## config.mk

```make
export PLATFORM = sky130hd
export DESIGN_NAME = transport_layer
export DESIGN_NICKNAME = d
export VERILOG_FILES = /design/src/verilog/lane_pkg.sv /design/src/verilog/burst_pkg.sv /design/src/verilog/transport_layer.sv /design/src/verilog/stream_write_port.sv /design/src/verilog/stream_read_port.sv /design/src/verilog/byte_lane_fifo.sv
export VERILOG_INCLUDE_DIRS = /design/src /design/src/include
export SDC_FILE = /design/constraint.sdc
export NUM_CORES = 1
export LEC_CHECK = 0
export BUFFER_PORTS_ARGS = -buffer_cell sky130_fd_sc_hd__buf_2
export CORE_MARGIN = 10
export CORE_UTILIZATION = 60
export CTS_CLUSTER_SIZE = 28
export DETAILED_ROUTE_END_ITERATION = 16
export PLACE_DENSITY = 0.83
export SLEW_MARGIN = 10
export SYNTH_ARGS = -nofsm -noshare
export SYNTH_HDL_FRONTEND = slang
export SYNTH_SLANG_ARGS = --single-unit
```

## constraint.sdc

```tcl
create_clock -name clk_i -period 5.3 [get_ports clk_i]
set_input_delay 0 -clock clk_i [delete_from_list [all_inputs] [get_ports clk_i]]
set_output_delay 0 -clock clk_i [all_outputs]
set_load 0.05 [all_outputs]
```

## src/include/tl_defines.svh

```systemverilog
`ifndef TL_DEFINES_SVH
`define TL_DEFINES_SVH

// Byte lanes per stream beat
`define TL_STRB_WIDTH 4

// Entries in each byte-lane FIFO of the reorder buffer
`define TL_BUFFER_DEPTH 3

// Width of a burst's beat count
`define TL_BEAT_CNT_WIDTH 8

`endif
```

## src/verilog/lane_pkg.sv

```systemverilog
`include "tl_defines.svh"

package lane_pkg;

    // One data byte
    typedef logic [7:0] byte_t;

    // One bit per byte lane
    typedef logic [`TL_STRB_WIDTH-1:0] strb_t;

    // Lane number, used for offset, tailer and shift
    typedef logic [$clog2(`TL_STRB_WIDTH)-1:0] lane_idx_t;

    // One full stream beat
    typedef logic [`TL_STRB_WIDTH*8-1:0] data_t;

endpackage

```

## src/verilog/burst_pkg.sv

```systemverilog
`include "tl_defines.svh"

package burst_pkg;
    import lane_pkg::*;

    typedef logic [`TL_BEAT_CNT_WIDTH-1:0] beat_cnt_t;

    typedef enum logic [1:0] {
        BURST_IDLE,
        BURST_ACTIVE,
        BURST_RESP
    } burst_state_e;

    // Lanes covered by one beat: first beat from offset up, last beat below tailer
    function automatic strb_t beat_lane_mask(input logic first, input logic last,
                                             input lane_idx_t offset,
                                             input lane_idx_t tailer);
        strb_t mask;
        mask = '1;
        if (first) begin
            mask = mask & (strb_t'('1) << offset);
        end
        // A tailer of zero means the last beat is full
        if (last && (tailer != '0)) begin
            mask = mask & ~(strb_t'('1) << tailer);
        end
        return mask;
    endfunction

endpackage

```

## src/verilog/transport_layer.sv

```systemverilog
`timescale 1ns/1ps
`include "tl_defines.svh"

module transport_layer
    import lane_pkg::*;
    import burst_pkg::*;
(
    input  logic      clk_i,
    input  logic      rst_n_i,

    // Read request and response
    input  logic      r_req_valid_i,
    output logic      r_req_ready_o,
    input  lane_idx_t r_req_offset_i,
    input  lane_idx_t r_req_tailer_i,
    input  lane_idx_t r_req_shift_i,
    input  beat_cnt_t r_req_num_beats_i,
    output logic      r_rsp_valid_o,
    input  logic      r_rsp_ready_i,

    // Write request and response
    input  logic      w_req_valid_i,
    output logic      w_req_ready_o,
    input  lane_idx_t w_req_offset_i,
    input  lane_idx_t w_req_tailer_i,
    input  lane_idx_t w_req_shift_i,
    input  beat_cnt_t w_req_num_beats_i,
    output logic      w_rsp_valid_o,
    input  logic      w_rsp_ready_i,

    // Source stream
    input  logic      in_valid_i,
    output logic      in_ready_o,
    input  data_t     in_data_i,

    // Destination stream
    output logic      out_valid_o,
    input  logic      out_ready_i,
    output data_t     out_data_o,
    output strb_t     out_strb_o,
    output logic      out_last_o,

    output logic      r_busy_o,
    output logic      w_busy_o,
    output logic      buffer_busy_o
);

    strb_t                      lane_push;
    strb_t                      lane_pop;
    strb_t                      lane_not_full;
    strb_t                      lane_not_empty;
    byte_t [`TL_STRB_WIDTH-1:0] lane_wdata;
    byte_t [`TL_STRB_WIDTH-1:0] lane_rdata;

    stream_read_port u_read_port (
        .clk_i             ( clk_i             ),
        .rst_n_i           ( rst_n_i           ),
        .r_req_valid_i     ( r_req_valid_i     ),
        .r_req_ready_o     ( r_req_ready_o     ),
        .r_req_offset_i    ( r_req_offset_i    ),
        .r_req_tailer_i    ( r_req_tailer_i    ),
        .r_req_shift_i     ( r_req_shift_i     ),
        .r_req_num_beats_i ( r_req_num_beats_i ),
        .in_valid_i        ( in_valid_i        ),
        .in_ready_o        ( in_ready_o        ),
        .in_data_i         ( in_data_i         ),
        .lane_push_o       ( lane_push         ),
        .lane_data_o       ( lane_wdata        ),
        .lane_not_full_i   ( lane_not_full     ),
        .r_rsp_valid_o     ( r_rsp_valid_o     ),
        .r_rsp_ready_i     ( r_rsp_ready_i     ),
        .r_busy_o          ( r_busy_o          )
    );

    // ----------------------------------------------------------------------
    // Reorder buffer, one FIFO per byte lane
    // ----------------------------------------------------------------------

    for (genvar i = 0; i < `TL_STRB_WIDTH; i++) begin : gen_lane
        byte_lane_fifo u_lane_fifo (
            .clk_i       ( clk_i             ),
            .rst_n_i     ( rst_n_i           ),
            .push_i      ( lane_push[i]      ),
            .data_i      ( lane_wdata[i]     ),
            .not_full_o  ( lane_not_full[i]  ),
            .pop_i       ( lane_pop[i]       ),
            .not_empty_o ( lane_not_empty[i] ),
            .data_o      ( lane_rdata[i]     )
        );
    end

    assign buffer_busy_o = |lane_not_empty;

    stream_write_port u_write_port (
        .clk_i             ( clk_i             ),
        .rst_n_i           ( rst_n_i           ),
        .w_req_valid_i     ( w_req_valid_i     ),
        .w_req_ready_o     ( w_req_ready_o     ),
        .w_req_offset_i    ( w_req_offset_i    ),
        .w_req_tailer_i    ( w_req_tailer_i    ),
        .w_req_shift_i     ( w_req_shift_i     ),
        .w_req_num_beats_i ( w_req_num_beats_i ),
        .lane_not_empty_i  ( lane_not_empty    ),
        .lane_data_i       ( lane_rdata        ),
        .lane_pop_o        ( lane_pop          ),
        .out_valid_o       ( out_valid_o       ),
        .out_ready_i       ( out_ready_i       ),
        .out_data_o        ( out_data_o        ),
        .out_strb_o        ( out_strb_o        ),
        .out_last_o        ( out_last_o        ),
        .w_rsp_valid_o     ( w_rsp_valid_o     ),
        .w_rsp_ready_i     ( w_rsp_ready_i     ),
        .w_busy_o          ( w_busy_o          )
    );

endmodule

```

## src/verilog/stream_write_port.sv

```systemverilog
`timescale 1ns/1ps
`include "tl_defines.svh"

module stream_write_port
    import lane_pkg::*;
    import burst_pkg::*;
(
    input  logic                          clk_i,
    input  logic                          rst_n_i,

    input  logic                          w_req_valid_i,
    output logic                          w_req_ready_o,
    input  lane_idx_t                     w_req_offset_i,
    input  lane_idx_t                     w_req_tailer_i,
    input  lane_idx_t                     w_req_shift_i,
    input  beat_cnt_t                     w_req_num_beats_i,

    input  strb_t                         lane_not_empty_i,
    input  byte_t [`TL_STRB_WIDTH-1:0]    lane_data_i,
    output strb_t                         lane_pop_o,

    output logic                          out_valid_o,
    input  logic                          out_ready_i,
    output data_t                         out_data_o,
    output strb_t                         out_strb_o,
    output logic                          out_last_o,

    output logic                          w_rsp_valid_o,
    input  logic                          w_rsp_ready_i,
    output logic                          w_busy_o
);

    burst_state_e state_q;
    beat_cnt_t    beats_left_q;
    logic         first_q;
    lane_idx_t    offset_q;
    lane_idx_t    tailer_q;
    lane_idx_t    shift_q;

    logic         last_beat;
    logic         req_fire;
    logic         out_fire;
    logic         heads_ready;
    strb_t        beat_mask;
    strb_t        need_mask;

    assign req_fire  = w_req_valid_i && w_req_ready_o;
    assign last_beat = (beats_left_q <= beat_cnt_t'(1));
    assign beat_mask = beat_lane_mask(first_q, last_beat, offset_q, tailer_q);

    // ----------------------------------------------------------------------
    // Write rotation and invalid-lane masking
    // ----------------------------------------------------------------------

    always_comb begin : write_gather
        lane_idx_t src;
        src       = '0;
        need_mask = '0;
        for (int j = 0; j < `TL_STRB_WIDTH; j++) begin
            src              = lane_idx_t'(j - shift_q);
            need_mask[src]   = beat_mask[j];
            // Lanes outside the beat are driven as zero
            out_data_o[j*8 +: 8] = beat_mask[j] ? lane_data_i[src] : 8'h00;
        end
    end

    assign heads_ready = &(~need_mask | lane_not_empty_i);
    assign out_valid_o = (state_q == BURST_ACTIVE) && heads_ready;
    assign out_strb_o  = beat_mask;
    assign out_last_o  = (state_q == BURST_ACTIVE) && last_beat;
    assign out_fire    = out_valid_o && out_ready_i;

    // Pop only the buffer lanes that fed this beat
    assign lane_pop_o = out_fire ? need_mask : '0;

    assign w_req_ready_o = (state_q == BURST_IDLE);
    assign w_rsp_valid_o = (state_q == BURST_RESP);
    assign w_busy_o      = (state_q != BURST_IDLE);

    // ----------------------------------------------------------------------
    // Burst control
    // ----------------------------------------------------------------------

    always_ff @(posedge clk_i) begin : burst_ctrl
        if (!rst_n_i) begin
            state_q      <= BURST_IDLE;
            beats_left_q <= '0;
            first_q      <= 1'b0;
        end else begin
            case (state_q)
                BURST_IDLE: begin
                    if (req_fire) begin
                        state_q      <= BURST_ACTIVE;
                        beats_left_q <= w_req_num_beats_i;
                        first_q      <= 1'b1;
                    end
                end
                BURST_ACTIVE: begin
                    if (out_fire) begin
                        first_q      <= 1'b0;
                        beats_left_q <= beats_left_q - beat_cnt_t'(1);
                        if (last_beat) begin
                            state_q <= BURST_RESP;
                        end
                    end
                end
                BURST_RESP: begin
                    if (w_rsp_ready_i) begin
                        state_q <= BURST_IDLE;
                    end
                end
                default: state_q <= BURST_IDLE;
            endcase
        end
    end

    always_ff @(posedge clk_i) begin : req_latch
        if (req_fire) begin
            offset_q <= w_req_offset_i;
            tailer_q <= w_req_tailer_i;
            shift_q  <= w_req_shift_i;
        end
    end

endmodule

```

## src/verilog/stream_read_port.sv

```systemverilog
`timescale 1ns/1ps
`include "tl_defines.svh"

module stream_read_port
    import lane_pkg::*;
    import burst_pkg::*;
(
    input  logic                          clk_i,
    input  logic                          rst_n_i,

    input  logic                          r_req_valid_i,
    output logic                          r_req_ready_o,
    input  lane_idx_t                     r_req_offset_i,
    input  lane_idx_t                     r_req_tailer_i,
    input  lane_idx_t                     r_req_shift_i,
    input  beat_cnt_t                     r_req_num_beats_i,

    input  logic                          in_valid_i,
    output logic                          in_ready_o,
    input  data_t                         in_data_i,

    output strb_t                         lane_push_o,
    output byte_t [`TL_STRB_WIDTH-1:0]    lane_data_o,
    input  strb_t                         lane_not_full_i,

    output logic                          r_rsp_valid_o,
    input  logic                          r_rsp_ready_i,
    output logic                          r_busy_o
);

    burst_state_e state_q;
    beat_cnt_t    beats_left_q;
    logic         first_q;
    lane_idx_t    offset_q;
    lane_idx_t    tailer_q;
    lane_idx_t    shift_q;

    logic         last_beat;
    logic         req_fire;
    logic         beat_fire;
    logic         room;
    strb_t        beat_mask;
    strb_t        push_mask;

    assign req_fire  = r_req_valid_i && r_req_ready_o;
    assign last_beat = (beats_left_q <= beat_cnt_t'(1));
    assign beat_mask = beat_lane_mask(first_q, last_beat, offset_q, tailer_q);

    // ----------------------------------------------------------------------
    // Read rotation
    // ----------------------------------------------------------------------

    // The write port rotates back by one shift on the way out, so the
    // buffer is filled with the beat rotated by two shifts
    always_comb begin : read_rotate
        lane_idx_t src;
        src = '0;
        for (int i = 0; i < `TL_STRB_WIDTH; i++) begin
            src            = lane_idx_t'(i + 2 * shift_q);
            lane_data_o[i] = in_data_i[src*8 +: 8];
            push_mask[i]   = beat_mask[src];
        end
    end

    // Every lane that takes a byte must have room
    assign room        = &(~push_mask | lane_not_full_i);
    assign in_ready_o  = (state_q == BURST_ACTIVE) && room;
    assign beat_fire   = in_valid_i && in_ready_o;
    assign lane_push_o = beat_fire ? push_mask : '0;

    assign r_req_ready_o = (state_q == BURST_IDLE);
    assign r_rsp_valid_o = (state_q == BURST_RESP);
    assign r_busy_o      = (state_q != BURST_IDLE);

    // ----------------------------------------------------------------------
    // Burst control
    // ----------------------------------------------------------------------

    always_ff @(posedge clk_i) begin : burst_ctrl
        if (!rst_n_i) begin
            state_q      <= BURST_IDLE;
            beats_left_q <= '0;
            first_q      <= 1'b0;
        end else begin
            case (state_q)
                BURST_IDLE: begin
                    if (req_fire) begin
                        state_q      <= BURST_ACTIVE;
                        beats_left_q <= r_req_num_beats_i;
                        first_q      <= 1'b1;
                    end
                end
                BURST_ACTIVE: begin
                    if (beat_fire) begin
                        first_q      <= 1'b0;
                        beats_left_q <= beats_left_q - beat_cnt_t'(1);
                        if (last_beat) begin
                            state_q <= BURST_RESP;
                        end
                    end
                end
                BURST_RESP: begin
                    if (r_rsp_ready_i) begin
                        state_q <= BURST_IDLE;
                    end
                end
                default: state_q <= BURST_IDLE;
            endcase
        end
    end

    // Request fields, held for the whole burst
    always_ff @(posedge clk_i) begin : req_latch
        if (req_fire) begin
            offset_q <= r_req_offset_i;
            tailer_q <= r_req_tailer_i;
            shift_q  <= r_req_shift_i;
        end
    end

endmodule

```

## src/verilog/byte_lane_fifo.sv

```systemverilog
`timescale 1ns/1ps
`include "tl_defines.svh"

module byte_lane_fifo
    import lane_pkg::*;
(
    input  logic  clk_i,
    input  logic  rst_n_i,
    input  logic  push_i,
    input  byte_t data_i,
    output logic  not_full_o,
    input  logic  pop_i,
    output logic  not_empty_o,
    output byte_t data_o
);

    localparam int unsigned DEPTH = `TL_BUFFER_DEPTH;
    localparam int unsigned PTR_W = (DEPTH > 1) ? $clog2(DEPTH) : 1;

    typedef logic [PTR_W-1:0]            ptr_t;
    typedef logic [$clog2(DEPTH+1)-1:0]  cnt_t;

    byte_t mem_q [DEPTH];
    ptr_t  wr_ptr_q;
    ptr_t  rd_ptr_q;
    cnt_t  count_q;
    logic  push_en;
    logic  pop_en;

    assign not_full_o  = (count_q != cnt_t'(DEPTH));
    assign not_empty_o = (count_q != '0);
    assign push_en     = push_i && not_full_o;
    assign pop_en      = pop_i && not_empty_o;

    // Head byte, only meaningful while not empty
    assign data_o = mem_q[rd_ptr_q];

    always_ff @(posedge clk_i) begin : ptr_ctrl
        if (!rst_n_i) begin
            wr_ptr_q <= '0;
            rd_ptr_q <= '0;
            count_q  <= '0;
        end else begin
            if (push_en) begin
                wr_ptr_q <= (wr_ptr_q == ptr_t'(DEPTH - 1)) ? '0 : wr_ptr_q + ptr_t'(1);
            end
            if (pop_en) begin
                rd_ptr_q <= (rd_ptr_q == ptr_t'(DEPTH - 1)) ? '0 : rd_ptr_q + ptr_t'(1);
            end
            // Push and pop together leave the occupancy unchanged
            if (push_en && !pop_en) begin
                count_q <= count_q + cnt_t'(1);
            end else if (pop_en && !push_en) begin
                count_q <= count_q - cnt_t'(1);
            end
        end
    end

    always_ff @(posedge clk_i) begin : mem_write
        if (push_en) begin
            mem_q[wr_ptr_q] <= data_i;
        end
    end

endmodule

```

==> results of run 1 <==
==> stage by stage <==
stage	worst slack (ps)	cells	hold WS, ps	util (%)
floorplan	1890	738	98.9	-
global placement	1220	990	179	65.6
detailed placement	1100	990	179	65.6
CTS	1080	1099	29.6	75.7
global route	811	1100	41.7	75.7
finish	971	1101	34.2	75.8
==> kinds of logic after synthesis <==
kind of cell    count (synthesis)
compound gates                144
xor+xnor                       11
fa+ha+maj                      17
buf+inv                        72
flops                         161
mux                           102
simple gates                  231
==> cells in the mapped netlist, types with 6 or more instances <==
library cell and count:
o21ai_0 25, mux2i_1 38, edfxtp_1 107, ha_1 16
a211oi_1 6, inv_1 25, xor2_1 9, clkbuf_1 31
and2_1 6, mux2_2 32, nand2_1 35, buf_1 6
nor2_1 104, a31oi_1 7, dfxtp_1 54, a21oi_1 59
nand3_1 12, nor2b_1 13, or3_1 11, nor3_1 8
mux4_2 32, or2_2 6
==> routing by layer <==
layer / global-route usage (%) / routed length [µm]
met1: 25.7 / 8470
met2: 38.6 / 11200
met3: 5.17 / 1790
met4: 10.9 / 889
met5: 0 / 0
==> worst max-delay path by stage <==
stage                                 start                            endpoint  slack (ps)
3_3_place_gp   u_write_port.beats_left_q[0]  gen_lane[0].u_lane_fifo.count_q[1]        1220
3_5_place_dp   u_write_port.beats_left_q[1]  gen_lane[0].u_lane_fifo.count_q[1]        1100
4_1_cts        u_write_port.beats_left_q[1]  gen_lane[0].u_lane_fifo.count_q[1]        1080
6_report       u_write_port.beats_left_q[1]  gen_lane[0].u_lane_fifo.count_q[1]         970
5_1_grt             u_write_port.shift_q[0]  gen_lane[0].u_lane_fifo.count_q[1]         810
2_1_floorplan       u_write_port.shift_q[0]  gen_lane[0].u_lane_fifo.count_q[1]        1890
==> state kept, by name, indices dropped and copies added (netlist names), named ones only <==
name and cells:
u_read_port.first_q 1, u_write_port.beats_left_q 8, u_read_port.beats_left_q 8, u_write_port.tailer_q 2, gen_lane.u_lane_fifo.rd_ptr_q 8, u_read_port.state_q 2
gen_lane.u_lane_fifo.wr_ptr_q 8, u_read_port.shift_q 1, u_read_port.tailer_q 2, u_write_port.shift_q 2, u_write_port.offset_q 2, gen_lane.u_lane_fifo.mem_q 96
u_read_port.offset_q 2, gen_lane.u_lane_fifo.count_q 8, u_write_port.first_q 1, u_write_port.state_q 2
==> what timing repair did <==
action	CTS	global route
buffers inserted	0	0
hold endpoints to repair	125	0
hold buffers	77	0
==> power by group through the flow <==
stage	combinational [mW]	sequential [mW]	clock (mW)
after floorplan	0.638	1.47	0
after global placement	0.797	1.48	0
after detailed placement	0.825	1.48	0
after CTS	0.881	1.46	1.27
after global routing	0.948	1.47	1.33
final	0.897	1.46	1.27
==> placed cells by master, fill, tap and decap left out, types with 32 or more instances in the layout <==
| master | count |
|---|---|
| buf_2 | 112 |
| edfxtp_1 | 107 |
| nor2_1 | 104 |
| dlygate4sd3_1 | 77 |
| a21oi_1 | 59 |
| dfxtp_1 | 54 |
| mux2i_1 | 38 |
| nand2_1 | 35 |
| mux4_2 | 32 |
| mux2_2 | 32 |
==> worst max-delay path, cell delays in order, from the launching register on <==
cell      delay (ps)
dfxtp_1          290
inv_1            110
ha_1             250
nor2_1           180
o41ai_4          960
a221oi_1         350
a221oi_2         370
nand3_2          310
or3_1            530
ha_1             360
or3_1            380
a21oi_1          150
==> area by class of cell <==
class | count | area [µm²]
antenna | 2 | 5.00
clock buffer | 22 | 464
clock inverter | 10 | 150
fill | 846 | 3350
inverter | 27 | 101
multi-input combinational | 505 | 3870
sequential | 161 | 4290
tap | 180 | 225
timing repair buffer | 194 | 1370
==> results.sh, run 1 <==
export IMPL_muxShareOfSynthArea_pct=17.3
export IMPL_rr_endpoint="gen_lane[0].u_lane_fifo.count_q[1]"
export IMPL_maxCapViolCount=0
export IMPL_syn_avg_cell_area_um2=11.4
export IMPL_switchingPower_mw=1.14
export IMPL_die_x_um=139
export IMPL_holdCritPathClass="in -> reg"
export IMPL_routed_via_density=6.24
export IMPL_finClkSkew_ps=7.44
export IMPL_placed_cell_area_mm2=0.00908
export IMPL_cts_made_buffers=17
export IMPL_hpwl_um=14800
export IMPL_clk_latency_ps=430
export IMPL_postLayoutCellArea_mm2=0.0105
export IMPL_min_delay_start="r_req_num_beats_i[4]"
export IMPL_io_pins=114
export IMPL_drtIter0Drc=694
export IMPL_clock_sinks=161
export IMPL_post_drt_wl_per_cell_um=20.3
export IMPL_internal_power_mw=2.49
export IMPL_io_buffers=112
export IMPL_p_leak_nw=3.96
export IMPL_ir_drop_mv=0.249
export IMPL_fin_crit_sh_pct=81.7
export IMPL_end_kind="flop"
export IMPL_grt_pass1_vias=6920
export IMPL_r2r_setup_slack_ps=970
export IMPL_critPathKind="reg -> reg"
export IMPL_drt_pass1_iterations=7
export IMPL_synthAdderAreaFrac_pct=2.49
export IMPL_p_total_mw=3.62
export IMPL_crit_required_ps=5640
export IMPL_fin_crit_ps=4330
export IMPL_clockBufferDepth=2
export IMPL_synth_nets=822
export IMPL_gp_congestion=0.923
export IMPL_grt_max_degree=33
export IMPL_synth_top_family_by_area="multiplexers"
export IMPL_yosys_area_top_type="edfxtp_1"
export IMPL_yosysSeqAreaShare_pct=50.8
export IMPL_p_comb_share_pct=24.8
export IMPL_netlist_cell_type_count=64
export IMPL_tritoncts="done"
export IMPL_syn2layout_area_growth_pct=24.0
export IMPL_synth_xor_xnor_area_share_pct=1.14
export IMPL_grt_total_usage_pct=22.4
export IMPL_nNetsFinal=990
export IMPL_htree_levels=4
export IMPL_hold_path_endpoint="u_read_port.beats_left_q[4]"
export IMPL_vias=6870
export IMPL_synth_edff_count=107
export IMPL_tightest_slew_ps=1290
export IMPL_grt_overflow_total=0
export IMPL_outcome="completed"
export IMPL_drtAntennaViolNets=0
export IMPL_synth_compound_area_share_pct=11.3
export IMPL_arrival_ps=4670
export IMPL_slew_headroom_pct=13.3
export IMPL_grt_pass1_wl_um=35400
export IMPL_ff2ff_path_depth=11
export IMPL_synthSimpleGateAreaFrac_pct=13.4
export IMPL_core_area_mm2=0.0138
export IMPL_cts_root_buffer="clkbuf_16"
export IMPL_fin_setup_tns_ps=0
export IMPL_drive_above_1_share_pct=25.5
export IMPL_drc=0
export IMPL_synth_top_flop_cell="edfxtp_1"
export IMPL_die_h_um=139
export IMPL_start_util_pct=61.1
export IMPL_cts_resized=0
export IMPL_hold_depth=4
export IMPL_rows=43
export IMPL_synth_top_cell_area_share_pct=38.0
export IMPL_critPathMaxFanout=15
export IMPL_setup_violations_final=0
export IMPL_die_area_mm2=0.0192
export IMPL_drv_slew=0
export IMPL_rr_startpoint="u_write_port.beats_left_q[1]"
export IMPL_sw_frac_of_total_pct=31.4
export IMPL_async_reset_ff_share_pct=0
export IMPL_drt_total_wl_um=22300
export IMPL_cts_clk_slew_worst_paths_ps=60
export IMPL_antenna_found_initial=1
export IMPL_synth_seq_cells=161
export IMPL_cp_start_kind="flop"
export IMPL_netlist_area_mm2=0.00845
export IMPL_fmax_ghz=0.231
export IMPL_rsz0062_at_grt="no"
export IMPL_p_per_area_mw_per_mm2=346
export IMPL_synthTopCellsByArea="edfxtp_1 (38%), dfxtp_1 (13%), mux4_2 (8.5%)"
export IMPL_clockPowerShare_pct=34.9
export IMPL_seqPwrFrac_pct=40.3
export IMPL_synthCells=738
export IMPL_yosysWarningCount=0
export IMPL_hold_viol_final=0
Note: power is estimated with default switching activity, not from simulation.
==> run 2, diff against run 1 <==
--- a/config.mk
+++ b/config.mk
@@ -6,12 +6,13 @@
 export SDC_FILE = /design/constraint.sdc
 export NUM_CORES = 1
 export LEC_CHECK = 0
+export ABC_AREA = 1
 export BUFFER_PORTS_ARGS = -buffer_cell sky130_fd_sc_hd__buf_2
 export CORE_MARGIN = 10
-export CORE_UTILIZATION = 60
+export CORE_UTILIZATION = 58
 export CTS_CLUSTER_SIZE = 28
 export DETAILED_ROUTE_END_ITERATION = 16
-export PLACE_DENSITY = 0.83
+export PLACE_DENSITY = 0.8
 export SLEW_MARGIN = 10
 export SYNTH_ARGS = -nofsm -noshare
 export SYNTH_HDL_FRONTEND = slang
==> constraint.sdc (replaced) <==
create_clock -name clk_i -period 4.25 [get_ports clk_i]
set_input_delay 0 -clock clk_i [delete_from_list [all_inputs] [get_ports clk_i]]
set_output_delay 0 -clock clk_i [all_outputs]
set_load 0.05 [all_outputs]
==> results.sh, run 2 <==
export IMPL_synthCells=1054
export IMPL_largest_reg_flops=96
export IMPL_p_comb_share_pct=24.5
export IMPL_drtAntennaViolNets=0
export IMPL_layout_commonest_cell="nand2_1"
export IMPL_p_leak_nw=4.49
export IMPL_tightest_slew_ps=809
export IMPL_grt_overflow_total=0
export IMPL_rsz0062_at_grt="no"
export IMPL_setup_violations_final=0
export IMPL_netlist_cell_type_count=37
export IMPL_grt_max_degree=38
export IMPL_cts_resized=0
export IMPL_cp_startpoint="u_write_port.shift_q[0]"
export IMPL_synth_nets=1138
export IMPL_core_area_mm2=0.0140
export IMPL_grt_pass1_vias=6804
export IMPL_drive_above_1_share_pct=15.0
export IMPL_cts_made_buffers=17
export IMPL_sw_frac_of_total_pct=33.4
export IMPL_internal_power_mw=3.01
export IMPL_rows=43
export IMPL_tritoncts="done"
export IMPL_cts_clk_slew_worst_paths_ps=60
export IMPL_drc=0
export IMPL_grt_pass1_wl_um=33000
export IMPL_drtIter0Drc=623
export IMPL_die_h_um=140
export IMPL_fin_crit_sh_pct=78.0
export IMPL_io_buffers=112
export IMPL_rr_startpoint="u_write_port.shift_q[0]"
export IMPL_yosysWarningCount=0
export IMPL_syn2layout_area_growth_pct=21.2
export IMPL_yosys_area_top_type="edfxtp_1"
export IMPL_start_util_pct=59.7
export IMPL_clk_latency_ps=440
export IMPL_end_kind="flop"
export IMPL_synth_top_flop_cell="edfxtp_1"
export IMPL_clockBufferDepth=2
export IMPL_synthTopCellsByArea="edfxtp_1 (38%), dfxtp_1 (13%), nand2_1 (11%)"
export IMPL_outcome="completed"
export IMPL_ir_drop_mv=0.326
export IMPL_post_drt_wl_per_cell_um=14.8
export IMPL_gp_congestion=0.939
export IMPL_syn_avg_cell_area_um2=7.96
export IMPL_drt_pass1_iterations=7
export IMPL_ys_top_cells_by_count="nand2_1 (248), o21ai_0 (156), inv_1 (138)"
export IMPL_netlist_area_mm2=0.00839
export IMPL_p_per_area_mw_per_mm2=444
export IMPL_routed_via_density=5.32
export IMPL_hold_viol_final=0
export IMPL_synth_seq_cells=161
export IMPL_min_delay_start="in_data_i[1]"
export IMPL_holdCritPathClass="in -> reg"
export IMPL_drv_slew=0
export IMPL_hpwl_um=14700
export IMPL_antenna_found_initial=2
export IMPL_die_area_mm2=0.0197
export IMPL_n_fill_cell=1048
export IMPL_yosysMostFrequentCell="nand2_1"
export IMPL_arrival_ps=3630
export IMPL_async_reset_ff_share_pct=0
export IMPL_htree_levels=4
export IMPL_finClkSkew_ps=18.6
export IMPL_largest_register="gen_lane.u_lane_fifo.mem_q"
export IMPL_drt_total_wl_um=20700
export IMPL_slew_headroom_pct=45.7
export IMPL_die_x_um=140
export IMPL_synth_edff_count=107
export IMPL_layout_common_cells="nand2_1 (248), o21ai_0 (156), inv_1 (138)"
export IMPL_critPathKind="reg -> reg"
export IMPL_synth_top_cell_area_share_pct=38.3
export IMPL_fmax_ghz=0.302
export IMPL_postLayoutCellArea_mm2=0.0102
export IMPL_clock_sinks=161
export IMPL_fin_crit_ps=3320
export IMPL_critPathMaxFanout=37
export IMPL_crit_required_ps=4560
export IMPL_maxCapViolCount=0
export IMPL_vias=7441
export IMPL_cp_start_kind="flop"
export IMPL_nNetsFinal=1288
export IMPL_seqPwrFrac_pct=40.1
export IMPL_placed_cell_area_mm2=0.00910
export IMPL_io_pins=114
export IMPL_yosysSeqAreaShare_pct=51.2
export IMPL_clockPowerShare_pct=35.4
export IMPL_switchingPower_mw=1.51
export IMPL_grt_total_usage_pct=20.5
export IMPL_cts_root_buffer="clkbuf_16"
export IMPL_fin_setup_tns_ps=0
run 2: final timing paths:
path | to | slack (ps) | cells past startpoint
max reg2reg | gen_lane[2].u_lane_fifo.count_q[1] | 930 | 20
min reg2reg | gen_lane[2].u_lane_fifo.wr_ptr_q[1] | 470 | 2
min | gen_lane[0].u_lane_fifo.mem_q[0][1] | 0.4 | 3
max | gen_lane[2].u_lane_fifo.count_q[1] | 930 | 20
run 2: layer usage:
metal  GRT usage [%]  vias to the layer above  part of all wire (%)
li1                -                     3770                     -
met1            26.1                     3303                    42
met2            32.7                      325                    46
met3            6.22                       41                   9.4
met4            6.63                        2                   2.1
met5               0                        -                 0.058
run 2: per-stage QoR:
stage,power [mW],hold slack (ps),util (%),instances,setup slack [ps]
floorplan,2.65,98.9,-,1054,1270
global placement,2.88,177,64.8,1322,1050
detailed placement,2.90,178,64.8,1322,959
CTS,4.52,0.350,72.4,1397,952
global route,4.72,4.98,72.4,1398,515
finish,4.51,0.413,72.4,1398,934
run 2: repair_timing:
action	CTS	global route
endpoints found under the hold margin	87	0
hold buffers	43	0
setup buffers	0	0
run 2: final cells by class:
cell class | count | area [µm²] | area share (%)
antenna | 1 | 2.50 | 0.0246
clock buffer | 17 | 425 | 4.19
clock inverter | 15 | 200 | 1.97
inverter | 143 | 537 | 5.28
multi-input combinational | 714 | 3400 | 33.4
sequential | 161 | 4290 | 42.3
tap | 180 | 225 | 2.22
timing repair buffer | 167 | 1080 | 10.6
run 2: cells by family after synthesis:
kind of cell    share of synthesized area, %
buf+inv                                 8.27
compound gates                          12.9
simple gates                            24.8
flops                                   51.2
xor+xnor                               0.418
fa+ha+maj                               2.39
run 2: power groups by stage:
stage	clock, mW	combinational (mW)	sequential (mW)
6_report	1.60	1.11	1.81
4_1_cts	1.62	1.10	1.81
3_5_place_dp	0	1.06	1.84
5_1_grt	1.68	1.22	1.82
2_1_floorplan	0	0.820	1.83
3_3_place_gp	0	1.04	1.84
run 2: critical path, cell delays in order (launching register included):
cell and delay [ps]:
edfxtp_1 360, buf_4 240, inv_1 80, buf_4 290, ha_1 310, inv_1 80
a31oi_1 170, nand2_1 70, nand3_1 60, nand2_1 90, nand2_1 70, nand2_1 60
inv_1 60, nand3_2 150, inv_1 140, nand2_1 100, ha_1 350, a21oi_1 120
o21ai_0 130, o21ai_0 200, a21oi_1 60
